**src/hdl/mipsConsts.svh**
```systemverilog
`ifndef MIPS_CONSTS_SVH
`define MIPS_CONSTS_SVH

// datapath width
`define MIPS_XLEN 32

// general purpose registers
`define MIPS_NREGS 32

// register address width, log2 of MIPS_NREGS
`define MIPS_RADDRW 5

// jal link destination
`define MIPS_LINK_REG 5'd31

// stages from issue to write-back report: EX, MEM1, MEM2, WB
`define MIPS_PIPE_DEPTH 4

`endif

```
**src/hdl/isaPkg.sv**
```systemverilog
`default_nettype none

package isaPkg;

	typedef enum logic [5:0] {
		OP_SPECIAL = 6'h00,
		OP_JAL     = 6'h03,
		OP_ADDIU   = 6'h09,
		OP_SLTI    = 6'h0a,
		OP_SLTIU   = 6'h0b,
		OP_ANDI    = 6'h0c,
		OP_ORI     = 6'h0d,
		OP_XORI    = 6'h0e,
		OP_LUI     = 6'h0f
	} opcode_e;

	// funct field of SPECIAL
	typedef enum logic [5:0] {
		FN_SLL  = 6'h00,
		FN_SRL  = 6'h02,
		FN_SRA  = 6'h03,
		FN_ADDU = 6'h21,
		FN_SUBU = 6'h23,
		FN_AND  = 6'h24,
		FN_OR   = 6'h25,
		FN_XOR  = 6'h26,
		FN_NOR  = 6'h27,
		FN_SLT  = 6'h2a,
		FN_SLTU = 6'h2b
	} funct_e;

	typedef struct packed {
		opcode_e opcode;
		logic [4:0] rs;
		logic [4:0] rt;
		logic [4:0] rd;
		logic [4:0] shamt;
		funct_e funct;
	} rType_t;

	typedef struct packed {
		opcode_e opcode;
		logic [4:0] rs;
		logic [4:0] rt;
		logic [15:0] imm16;
	} iType_t;

	// one instruction word, two field layouts
	typedef union packed {
		rType_t rType;
		iType_t iType;
	} instrWord_u;

	typedef enum logic [3:0] {
		ALU_ADD,
		ALU_SUB,
		ALU_AND,
		ALU_OR,
		ALU_XOR,
		ALU_NOR,
		ALU_SLT,
		ALU_SLTU,
		ALU_SLL,
		ALU_SRL,
		ALU_SRA,
		ALU_LUI
	} aluOp_e;

endpackage

`default_nettype wire

```
**src/hdl/pipePkg.sv**
```systemverilog
`default_nettype none

package pipePkg;

	// write-back destination
	typedef enum logic [1:0] {
		DEST_RT   = 2'b00,
		DEST_RD   = 2'b01,
		DEST_LINK = 2'b10
	} destSel_e;

	// where an ID operand comes from
	typedef enum logic [1:0] {
		FWD_REG  = 2'b00,
		FWD_EX   = 2'b01,
		FWD_MEM1 = 2'b10,
		FWD_MEM2 = 2'b11
	} fwdSel_e;

	// EX result source
	typedef enum logic [1:0] {
		RES_ALU    = 2'b00,
		RES_PCLINK = 2'b01,
		RES_IMM    = 2'b10
	} resSrc_e;

endpackage

`default_nettype wire

```
**src/hdl/instrDecode.sv**
```systemverilog
`timescale 1ns/1ps
`default_nettype none

`include "mipsConsts.svh"

module instrDecode (
	input  isaPkg::instrWord_u       instr,
	input  logic                     instrValid,
	output logic [`MIPS_RADDRW-1:0]  rs,
	output logic [`MIPS_RADDRW-1:0]  rt,
	output logic [`MIPS_RADDRW-1:0]  destAddr,
	output isaPkg::aluOp_e           aluOp,
	output logic                     useImm,
	output logic                     useShamt,
	output logic                     immZeroExt,
	output logic                     writesReg,
	output pipePkg::resSrc_e         resSrc,
	output logic [`MIPS_XLEN-1:0]    imm32,
	output logic [4:0]               shamt
);
	import isaPkg::*;
	import pipePkg::*;

	logic known;
	destSel_e destSel;

	assign rs = instr.iType.rs;
	assign rt = instr.iType.rt;
	assign shamt = instr.rType.shamt;
	assign writesReg = instrValid && known; // unknown encodings become bubbles

	always_comb begin
		aluOp = ALU_ADD;
		useImm = 1'b0;
		useShamt = 1'b0;
		immZeroExt = 1'b0;
		destSel = DEST_RT;
		resSrc = RES_ALU;
		known = 1'b1;
		case (instr.iType.opcode)
			OP_SPECIAL: begin
				destSel = DEST_RD;
				case (instr.rType.funct)
					FN_ADDU: aluOp = ALU_ADD;
					FN_SUBU: aluOp = ALU_SUB;
					FN_AND:  aluOp = ALU_AND;
					FN_OR:   aluOp = ALU_OR;
					FN_XOR:  aluOp = ALU_XOR;
					FN_NOR:  aluOp = ALU_NOR;
					FN_SLT:  aluOp = ALU_SLT;
					FN_SLTU: aluOp = ALU_SLTU;
					FN_SLL: begin
						aluOp = ALU_SLL;
						useShamt = 1'b1;
					end
					FN_SRL: begin
						aluOp = ALU_SRL;
						useShamt = 1'b1;
					end
					FN_SRA: begin
						aluOp = ALU_SRA;
						useShamt = 1'b1;
					end
					default: known = 1'b0;
				endcase
			end
			OP_ADDIU: useImm = 1'b1;
			OP_SLTI: begin
				aluOp = ALU_SLT;
				useImm = 1'b1;
			end
			OP_SLTIU: begin
				aluOp = ALU_SLTU; // compare against the sign-extended immediate
				useImm = 1'b1;
			end
			OP_ANDI: begin
				aluOp = ALU_AND;
				useImm = 1'b1;
				immZeroExt = 1'b1;
			end
			OP_ORI: begin
				aluOp = ALU_OR;
				useImm = 1'b1;
				immZeroExt = 1'b1;
			end
			OP_XORI: begin
				aluOp = ALU_XOR;
				useImm = 1'b1;
				immZeroExt = 1'b1;
			end
			OP_LUI: resSrc = RES_IMM; // value comes straight from imm32
			OP_JAL: begin
				resSrc = RES_PCLINK;
				destSel = DEST_LINK;
			end
			default: known = 1'b0;
		endcase
	end

	always_comb begin
		if (instr.iType.opcode == OP_LUI)
			imm32 = {instr.iType.imm16, 16'h0000};
		else if (immZeroExt)
			imm32 = {16'h0000, instr.iType.imm16};
		else
			imm32 = {{16{instr.iType.imm16[15]}}, instr.iType.imm16};
	end

	always_comb begin
		case (destSel)
			DEST_RT: destAddr = instr.iType.rt;
			DEST_RD: destAddr = instr.rType.rd;
			default: destAddr = `MIPS_LINK_REG;
		endcase
	end

	// operand A is either rs or shamt, operand B either rt or imm32
	assert final (!(useImm && useShamt))
		else $error("decode selected both immediate and shift amount");

endmodule

`default_nettype wire

```
**src/hdl/regFile.sv**
```systemverilog
`timescale 1ns/1ps
`default_nettype none

`include "mipsConsts.svh"

module regFile (
	input  logic                    clk,
	input  logic                    rstN,
	input  logic [`MIPS_RADDRW-1:0] rdAddrA,
	input  logic [`MIPS_RADDRW-1:0] rdAddrB,
	input  logic                    wrEn,
	input  logic [`MIPS_RADDRW-1:0] wrAddr,
	input  logic [`MIPS_XLEN-1:0]   wrData,
	output logic [`MIPS_XLEN-1:0]   rdDataA,
	output logic [`MIPS_XLEN-1:0]   rdDataB
);

	logic [`MIPS_XLEN-1:0] regs [`MIPS_NREGS];
	logic wrLive;

	assign wrLive = wrEn && (wrAddr != '0); // r0 is never written

	always_ff @(posedge clk) begin
		if (!rstN) begin
			for (int i = 0; i < `MIPS_NREGS; i++)
				regs[i] <= '0;
		end else if (wrLive) begin
			regs[wrAddr] <= wrData;
		end
	end

	// same-cycle write is visible to the readers
	assign rdDataA = (wrLive && wrAddr == rdAddrA) ? wrData : regs[rdAddrA];
	assign rdDataB = (wrLive && wrAddr == rdAddrB) ? wrData : regs[rdAddrB];

	regZeroA: assert property (@(posedge clk) disable iff (!rstN)
		rdAddrA == '0 |-> rdDataA == '0);
	regZeroB: assert property (@(posedge clk) disable iff (!rstN)
		rdAddrB == '0 |-> rdDataB == '0);

endmodule

`default_nettype wire

```
**src/hdl/operandFwd.sv**
```systemverilog
`timescale 1ns/1ps
`default_nettype none

`include "mipsConsts.svh"

module operandFwd (
	input  logic [`MIPS_RADDRW-1:0] rs,
	input  logic [`MIPS_RADDRW-1:0] rt,
	input  logic [`MIPS_XLEN-1:0]   regA,
	input  logic [`MIPS_XLEN-1:0]   regB,
	input  logic                    useImm,
	input  logic                    useShamt,
	input  logic [`MIPS_XLEN-1:0]   imm32,
	input  logic [4:0]              shamt,
	input  logic                    exValid,
	input  logic [`MIPS_RADDRW-1:0] exDest,
	input  logic [`MIPS_XLEN-1:0]   exData,
	input  logic                    mem1Valid,
	input  logic [`MIPS_RADDRW-1:0] mem1Dest,
	input  logic [`MIPS_XLEN-1:0]   mem1Data,
	input  logic                    mem2Valid,
	input  logic [`MIPS_RADDRW-1:0] mem2Dest,
	input  logic [`MIPS_XLEN-1:0]   mem2Data,
	output logic [`MIPS_XLEN-1:0]   opA,
	output logic [`MIPS_XLEN-1:0]   opB,
	output logic [`MIPS_XLEN-1:0]   storeB
);
	import pipePkg::*;

	fwdSel_e fwdA;
	fwdSel_e fwdB;
	logic [`MIPS_XLEN-1:0] srcA;
	logic [`MIPS_XLEN-1:0] srcB;

	// youngest stage first, r0 never matches
	function automatic fwdSel_e pickSrc(input logic [`MIPS_RADDRW-1:0] addr);
		if (addr == '0)
			return FWD_REG;
		else if (exValid && exDest == addr)
			return FWD_EX;
		else if (mem1Valid && mem1Dest == addr)
			return FWD_MEM1;
		else if (mem2Valid && mem2Dest == addr)
			return FWD_MEM2;
		else
			return FWD_REG;
	endfunction

	function automatic logic [`MIPS_XLEN-1:0] fwdMux(input fwdSel_e sel,
			input logic [`MIPS_XLEN-1:0] regVal);
		case (sel)
			FWD_EX:   return exData;
			FWD_MEM1: return mem1Data;
			FWD_MEM2: return mem2Data;
			default:  return regVal;
		endcase
	endfunction

	always_comb begin
		fwdA = pickSrc(rs);
		fwdB = pickSrc(rt);
		srcA = fwdMux(fwdA, regA);
		srcB = fwdMux(fwdB, regB);
	end

	assign opA = useShamt ? {{(`MIPS_XLEN-5){1'b0}}, shamt} : srcA;
	assign opB = useImm ? imm32 : srcB;
	assign storeB = srcB; // rt value for a store stage

	assert final ((fwdA != FWD_EX || exValid) && (fwdB != FWD_EX || exValid) &&
			(fwdA != FWD_MEM1 || mem1Valid) && (fwdB != FWD_MEM1 || mem1Valid) &&
			(fwdA != FWD_MEM2 || mem2Valid) && (fwdB != FWD_MEM2 || mem2Valid))
		else $error("operand forwarded from an empty stage");

endmodule

`default_nettype wire

```
**src/hdl/aluUnit.sv**
```systemverilog
`timescale 1ns/1ps
`default_nettype none

`include "mipsConsts.svh"

module aluUnit (
	input  logic [`MIPS_XLEN-1:0] a,
	input  logic [`MIPS_XLEN-1:0] b,
	input  isaPkg::aluOp_e        op,
	output logic [`MIPS_XLEN-1:0] y
);
	import isaPkg::*;

	logic [4:0] shAmt;
	logic sltBit;
	logic sltuBit;

	assign shAmt = a[4:0]; // shift amount rides on operand A
	assign sltBit = $signed(a) < $signed(b);
	assign sltuBit = a < b;

	always_comb begin
		case (op)
			ALU_ADD:
				y = a + b;
			ALU_SUB:
				y = a - b;
			ALU_AND:
				y = a & b;
			ALU_OR:
				y = a | b;
			ALU_XOR:
				y = a ^ b;
			ALU_NOR:
				y = ~(a | b);
			ALU_SLT:
				y = {{(`MIPS_XLEN-1){1'b0}}, sltBit};
			ALU_SLTU:
				y = {{(`MIPS_XLEN-1){1'b0}}, sltuBit};
			ALU_SLL:
				y = b << shAmt;
			ALU_SRL:
				y = b >> shAmt;
			ALU_SRA:
				y = $unsigned($signed(b) >>> shAmt);
			ALU_LUI:
				y = b << 16;
			default:
				y = '0;
		endcase
	end

endmodule

`default_nettype wire

```
**src/hdl/exPipeline.sv**
```systemverilog
`timescale 1ns/1ps
`default_nettype none

`include "mipsConsts.svh"

module exPipeline (
	input  logic                    clk,
	input  logic                    rstN,
	input  logic                    instrValid,
	input  logic [`MIPS_XLEN-1:0]   instr,
	input  logic [`MIPS_XLEN-1:0]   pc,
	output logic                    wbValid,
	output logic [`MIPS_RADDRW-1:0] wbAddr,
	output logic [`MIPS_XLEN-1:0]   wbData
);
	import isaPkg::*;
	import pipePkg::*;

	logic [`MIPS_RADDRW-1:0] idRs;
	logic [`MIPS_RADDRW-1:0] idRt;
	logic [`MIPS_RADDRW-1:0] idDest;
	aluOp_e idAluOp;
	logic idUseImm;
	logic idUseShamt;
	logic idWritesReg;
	resSrc_e idResSrc;
	logic [`MIPS_XLEN-1:0] idImm32;
	logic [4:0] idShamt;
	logic [`MIPS_XLEN-1:0] regA;
	logic [`MIPS_XLEN-1:0] regB;
	logic [`MIPS_XLEN-1:0] idOpA;
	logic [`MIPS_XLEN-1:0] idOpB;

	logic exValid;
	logic [`MIPS_XLEN-1:0] exOpA;
	logic [`MIPS_XLEN-1:0] exOpB;
	aluOp_e exAluOp;
	resSrc_e exResSrc;
	logic [`MIPS_XLEN-1:0] exImm32;
	logic [`MIPS_XLEN-1:0] exPc;
	logic [`MIPS_RADDRW-1:0] exDest;
	logic [`MIPS_XLEN-1:0] aluY;
	logic [`MIPS_XLEN-1:0] exData;

	logic mem1Valid;
	logic [`MIPS_RADDRW-1:0] mem1Dest;
	logic [`MIPS_XLEN-1:0] mem1Data;
	logic mem2Valid;
	logic [`MIPS_RADDRW-1:0] mem2Dest;
	logic [`MIPS_XLEN-1:0] mem2Data;

	instrDecode instrDecode_inst (
		.instr(instr), .instrValid(instrValid),
		.rs(idRs), .rt(idRt), .destAddr(idDest), .aluOp(idAluOp),
		.useImm(idUseImm), .useShamt(idUseShamt), .immZeroExt(),
		.writesReg(idWritesReg), .resSrc(idResSrc), .imm32(idImm32), .shamt(idShamt)
	);

	regFile regFile_inst (
		.clk(clk), .rstN(rstN),
		.rdAddrA(idRs), .rdAddrB(idRt),
		.wrEn(wbValid), .wrAddr(wbAddr), .wrData(wbData),
		.rdDataA(regA), .rdDataB(regB)
	);

	operandFwd operandFwd_inst (
		.rs(idRs), .rt(idRt), .regA(regA), .regB(regB),
		.useImm(idUseImm), .useShamt(idUseShamt), .imm32(idImm32), .shamt(idShamt),
		.exValid(exValid), .exDest(exDest), .exData(exData),
		.mem1Valid(mem1Valid), .mem1Dest(mem1Dest), .mem1Data(mem1Data),
		.mem2Valid(mem2Valid), .mem2Dest(mem2Dest), .mem2Data(mem2Data),
		.opA(idOpA), .opB(idOpB),
		.storeB() // no store path in this slice
	);

	aluUnit aluUnit_inst (.a(exOpA), .b(exOpB), .op(exAluOp), .y(aluY));

	always_comb begin
		case (exResSrc)
			RES_IMM:    exData = exImm32; // lui, already shifted
			RES_PCLINK: exData = exPc + `MIPS_XLEN'd8;
			default:    exData = aluY;
		endcase
	end

	always_ff @(posedge clk) begin
		if (!rstN) begin
			exValid <= 1'b0;
			mem1Valid <= 1'b0;
			mem2Valid <= 1'b0;
			wbValid <= 1'b0;
		end else begin
			exValid <= instrValid && idWritesReg;
			mem1Valid <= exValid;
			mem2Valid <= mem1Valid;
			wbValid <= mem2Valid;
		end
	end

	always_ff @(posedge clk) begin
		exOpA <= idOpA;
		exOpB <= idOpB;
		exAluOp <= idAluOp;
		exResSrc <= idResSrc;
		exImm32 <= idImm32;
		exPc <= pc;
		exDest <= idDest;
		mem1Dest <= exDest;
		mem1Data <= exData;
		mem2Dest <= mem1Dest;
		mem2Data <= mem1Data;
		wbAddr <= mem2Dest;
		wbData <= mem2Data;
	end

endmodule

`default_nettype wire

```
**config.mk**
```make
export PLATFORM = sky130hd
export DESIGN_NAME = exPipeline
export DESIGN_NICKNAME = d
export VERILOG_FILES = /design/src/hdl/isaPkg.sv /design/src/hdl/pipePkg.sv /design/src/hdl/instrDecode.sv /design/src/hdl/regFile.sv /design/src/hdl/operandFwd.sv /design/src/hdl/aluUnit.sv /design/src/hdl/exPipeline.sv
export VERILOG_INCLUDE_DIRS = /design/src /design/src/hdl
export SDC_FILE = /design/constraint.sdc
export NUM_CORES = 2
export LEC_CHECK = 0
export BUFFER_PORTS_ARGS = -buffer_cell sky130_fd_sc_hd__buf_2
export CAP_MARGIN = 5
export CORE_MARGIN = 4
export CORE_UTILIZATION = 40
export DETAILED_ROUTE_END_ITERATION = 6
export PLACE_DENSITY = 0.55
export SLEW_MARGIN = 0
export SYNTH_ARGS = -nofsm -noshare
export SYNTH_HDL_FRONTEND = slang
export SYNTH_SLANG_ARGS = --single-unit
```
**constraint.sdc**
```tcl
create_clock -name clk -period 5.05 [get_ports clk]
set_input_delay 0.7575 -clock clk [delete_from_list [all_inputs] [get_ports clk]]
set_output_delay 0.7575 -clock clk [all_outputs]
set_load 0.02 [all_outputs]
```
==> flow_summary.toml <==
[die]
rows = 156
fp.dieH_um = 436
die_w_um = 436
ios = 105
dieArea_um2 = 190000
fp.coreArea_um2 = 182000
start_util_pct = 40.4

[power]
combPwrFrac_pct = 25.0
powerDensity_nw_per_um2 = 377
sw_frac_of_total_pct = 33.2
pwr-share-seq_pct = 41.1
ir_drop_mv = 0.276
p_int_mw = 20.9
p_clk_share_pct = 34.0
power.net_switching_mw = 10.4
p_leak_nw = 30.4
power.total_mw = 31.3

[run_status]
violations = "design-rule violations"
status = "finished, violations left"

[placed_design]
placed_cell_area_um2 = 78100
gp_congestion = 0.979
hpwl_um = 195000
port-buffer-count = 104
dp_cells = 7850

[logic_synthesis]
synth_seq_cells = 1278
ys_warn_count = 0
seq_area_frac_synth_pct = 48.8
synthCells = 5602
synth_cell_types = 102
syn_avg_cell_area_um2 = 13.1
netlist_area_um2 = 73400
synthArstFlopShare_pct = 0
synth_edf_count = 1024
synth_flop_cell = "edfxtp_1"

[clock_tree]
htree_levels = 4
clockRootBuffer = "clkbuf_16"
post_cts_buffers = 0
cts_buffers = 147
cts_buffer_depth = 3
clkTransAtPathRegs_ps = 60
hold_buffers = 0
cts.sinks = 1278
cts_tree = "yes"
ctsResizeCount = 0
clock_latency_ps = 800

[layout]
fillers = 16200
drive_above_1_share_pct = 24.5
layout.cells.non_filler = 8125
syn2layout_area_growth_pct = 12.9
final-seq-area_um2 = 35800
design_area_um2 = 82800
multi_input_area_um2 = 35600
finalNetCount = 5800

[routing]
route.met2.wl_um = 139000
dr_total_vias = 52400
drc = 2
met1_length_um = 110000
ant_nets = 0
wl_per_cell_um = 36.4
routed.top_layer = "met5"
dr_wl_met3_um = 28000
firstDrtPassIters = 7
vias_per_cell = 6.45
drtIter0Drc = 7384
wl_um = 296000

[sta]
finalHoldViolCount = 0
min_period_ps = 4350
tns_ps = 0
relSlewSlack_pct = 17.5
grt_setup_unrepaired = "false"
tightest_slew_ps = 1220
fmax_mhz = 230
finalCritPeriodShare_pct = 86.1
slew_violations = 0
setup_viol = 0
clock_skew_ps = 64.9

[global_route]
grt_pass1_wl_um = 411000
overflow = 0
antenna_found_initial = 26
grt_max_degree = 82
track_usage_pct = 30.5
grt_pass1_vias = 51300

[worst_setup_path]
critPathKind = "flip-flop to flip-flop"
arrival_ps = 5000
crit_path_start_kind = "flip-flop"
cp-end-kind = "flip-flop"
cp_max_fo = 28
required_ps = 5700

[job]
drv_cap = 0

[min_path]
hp-class = "input port to flip-flop"
## critical path, cell delays in order, from the launching register on
cell       delay [ps]
dfxtp_4           590
inv_1             110
buf_4             210
fa_1              440
o21ba_1           210
or4_4             440
a21oi_2           270
a21oi_4           170
a211oi_1          490
o311ai_0          230
a2111oi_2         430
o221ai_1          310
o21ba_1           290
## power by group through the flow
stage                     Clock (mW)  Sequential, mW  Combinational [mW]
after floorplan                    0            13.0                4.42
after global placement             0            13.0                7.59
after detailed placement           0            13.0                7.58
after CTS                       10.7            12.8                7.60
after global routing            11.2            12.9                8.17
final                           10.6            12.8                7.80
## worst paths after layout
| kind | slack, ps | cells after the start | startpoint | to |
|---|---|---|---|---|
| worst max register to register | 700 | 12 | exOpA[1] | exOpB[22] |
| worst max-delay path | 700 | 12 | exOpA[1] | exOpB[22] |
| worst min register to register | 370 | 0 | mem2Data[28] | wbData[28] |
| worst min-delay path | 60 | 1 | pc[0] | exPc[0] |
## final cells by class
cell class | instances | area share, %
Sequential cell | 1278 | 43.3
Tap cell | 2370 | 3.58
Inverter | 120 | 0.544
Antenna cell | 17 | 0.0514
Clock inverter | 63 | 0.867
Timing Repair Buffer | 398 | 3.93
Multi-Input combinational cell | 3685 | 43.0
Clock buffer | 194 | 4.78
## layout by cell type (no fill, tap or decap), types with 32 or more instances in the layout
| cell type | instances |
|---|---|
| dfxtp_1 | 249 |
| a211oi_1 | 39 |
| xnor2_1 | 42 |
| a21oi_1 | 187 |
| inv_1 | 110 |
| buf_12 | 35 |
| o22ai_1 | 37 |
| a21o_1 | 34 |
| o21ai_1 | 32 |
| conb_1 | 32 |
| nor2_1 | 187 |
| nor3_1 | 37 |
| nand3_1 | 60 |
| xor2_1 | 44 |
| buf_4 | 262 |
| clkbuf_1 | 37 |
| a22oi_1 | 44 |
| a221oi_1 | 50 |
| buf_2 | 93 |
| ha_1 | 101 |
| mux2i_1 | 147 |
| o21ai_0 | 140 |
| nand2_1 | 238 |
| clkbuf_16 | 148 |
| mux4_2 | 687 |
| and2_1 | 1031 |
| edfxtp_1 | 1024 |
## flip-flops by register name, indices dropped and copies added (netlist names), 32 cells and up
signal             cells
exPc                  32
exOpB                 32
exImm32               32
wbData                32
exOpA                 32
mem2Data              32
mem1Data              32
regFile_inst.regs   1024
## through the flow
stage	util, %	worst slack (ps)	hold slack (ps)
2_1_floorplan	-	676	344
3_3_place_gp	43.0	818	356
3_5_place_dp	43.0	803	357
4_1_cts	45.6	752	3.90
5_1_grt	45.6	542	32.2
6_report	45.6	702	57.2
## synthesized netlist by cell type (16+ instances only)
cell / instances / area (um2)
nor3_1: 38 / 190
nor4_1: 16 / 100
a21oi_1: 187 / 936
nor2_1: 221 / 830
nand4_1: 21 / 131
xor2_1: 44 / 385
nor2b_1: 24 / 150
a22oi_1: 44 / 330
o22ai_1: 37 / 231
mux2i_1: 147 / 1470
nand2b_1: 18 / 113
o21a_1: 24 / 180
mux4_2: 687 / 15500
clkbuf_1: 398 / 1490
o211ai_1: 27 / 203
o21ai_0: 171 / 856
buf_2: 93 / 465
a221o_1: 26 / 260
nand2_1: 238 / 893
and2_1: 1031 / 6450
ha_1: 101 / 1260
a221oi_1: 50 / 438
dfxtp_1: 254 / 5080
xnor2_1: 42 / 368
nand3_1: 60 / 300
inv_1: 111 / 417
a211oi_1: 40 / 300
a21o_1: 34 / 255
o31ai_1: 22 / 165
edfxtp_1: 1024 / 30700
buf_1: 47 / 176
a31oi_1: 26 / 163
mux2_2: 22 / 248
o21ai_1: 32 / 160
## logic make-up after synthesis
kind of cell,after synthesis,share of synthesized area (%)
buffers and inverters,670,3.68
xor gates and xnor gates,86,1.03
DFF,1278,48.8
AOI/OAI and AO/OA,864,7.94
other,1,0.00511
muxes,862,23.5
and+or+nand+nor,1738,13.2
adders and majority gates,103,1.78
## per-layer routing
metal / vias to the layer above / GRT usage [%]
li1: 21400 / -
met1: 27100 / 38.7
met2: 3150 / 49.1
met3: 742 / 6.59
met4: 4 / 16.1
met5: - / 0
No activity file was read; power rests on OpenSTA's default activity.
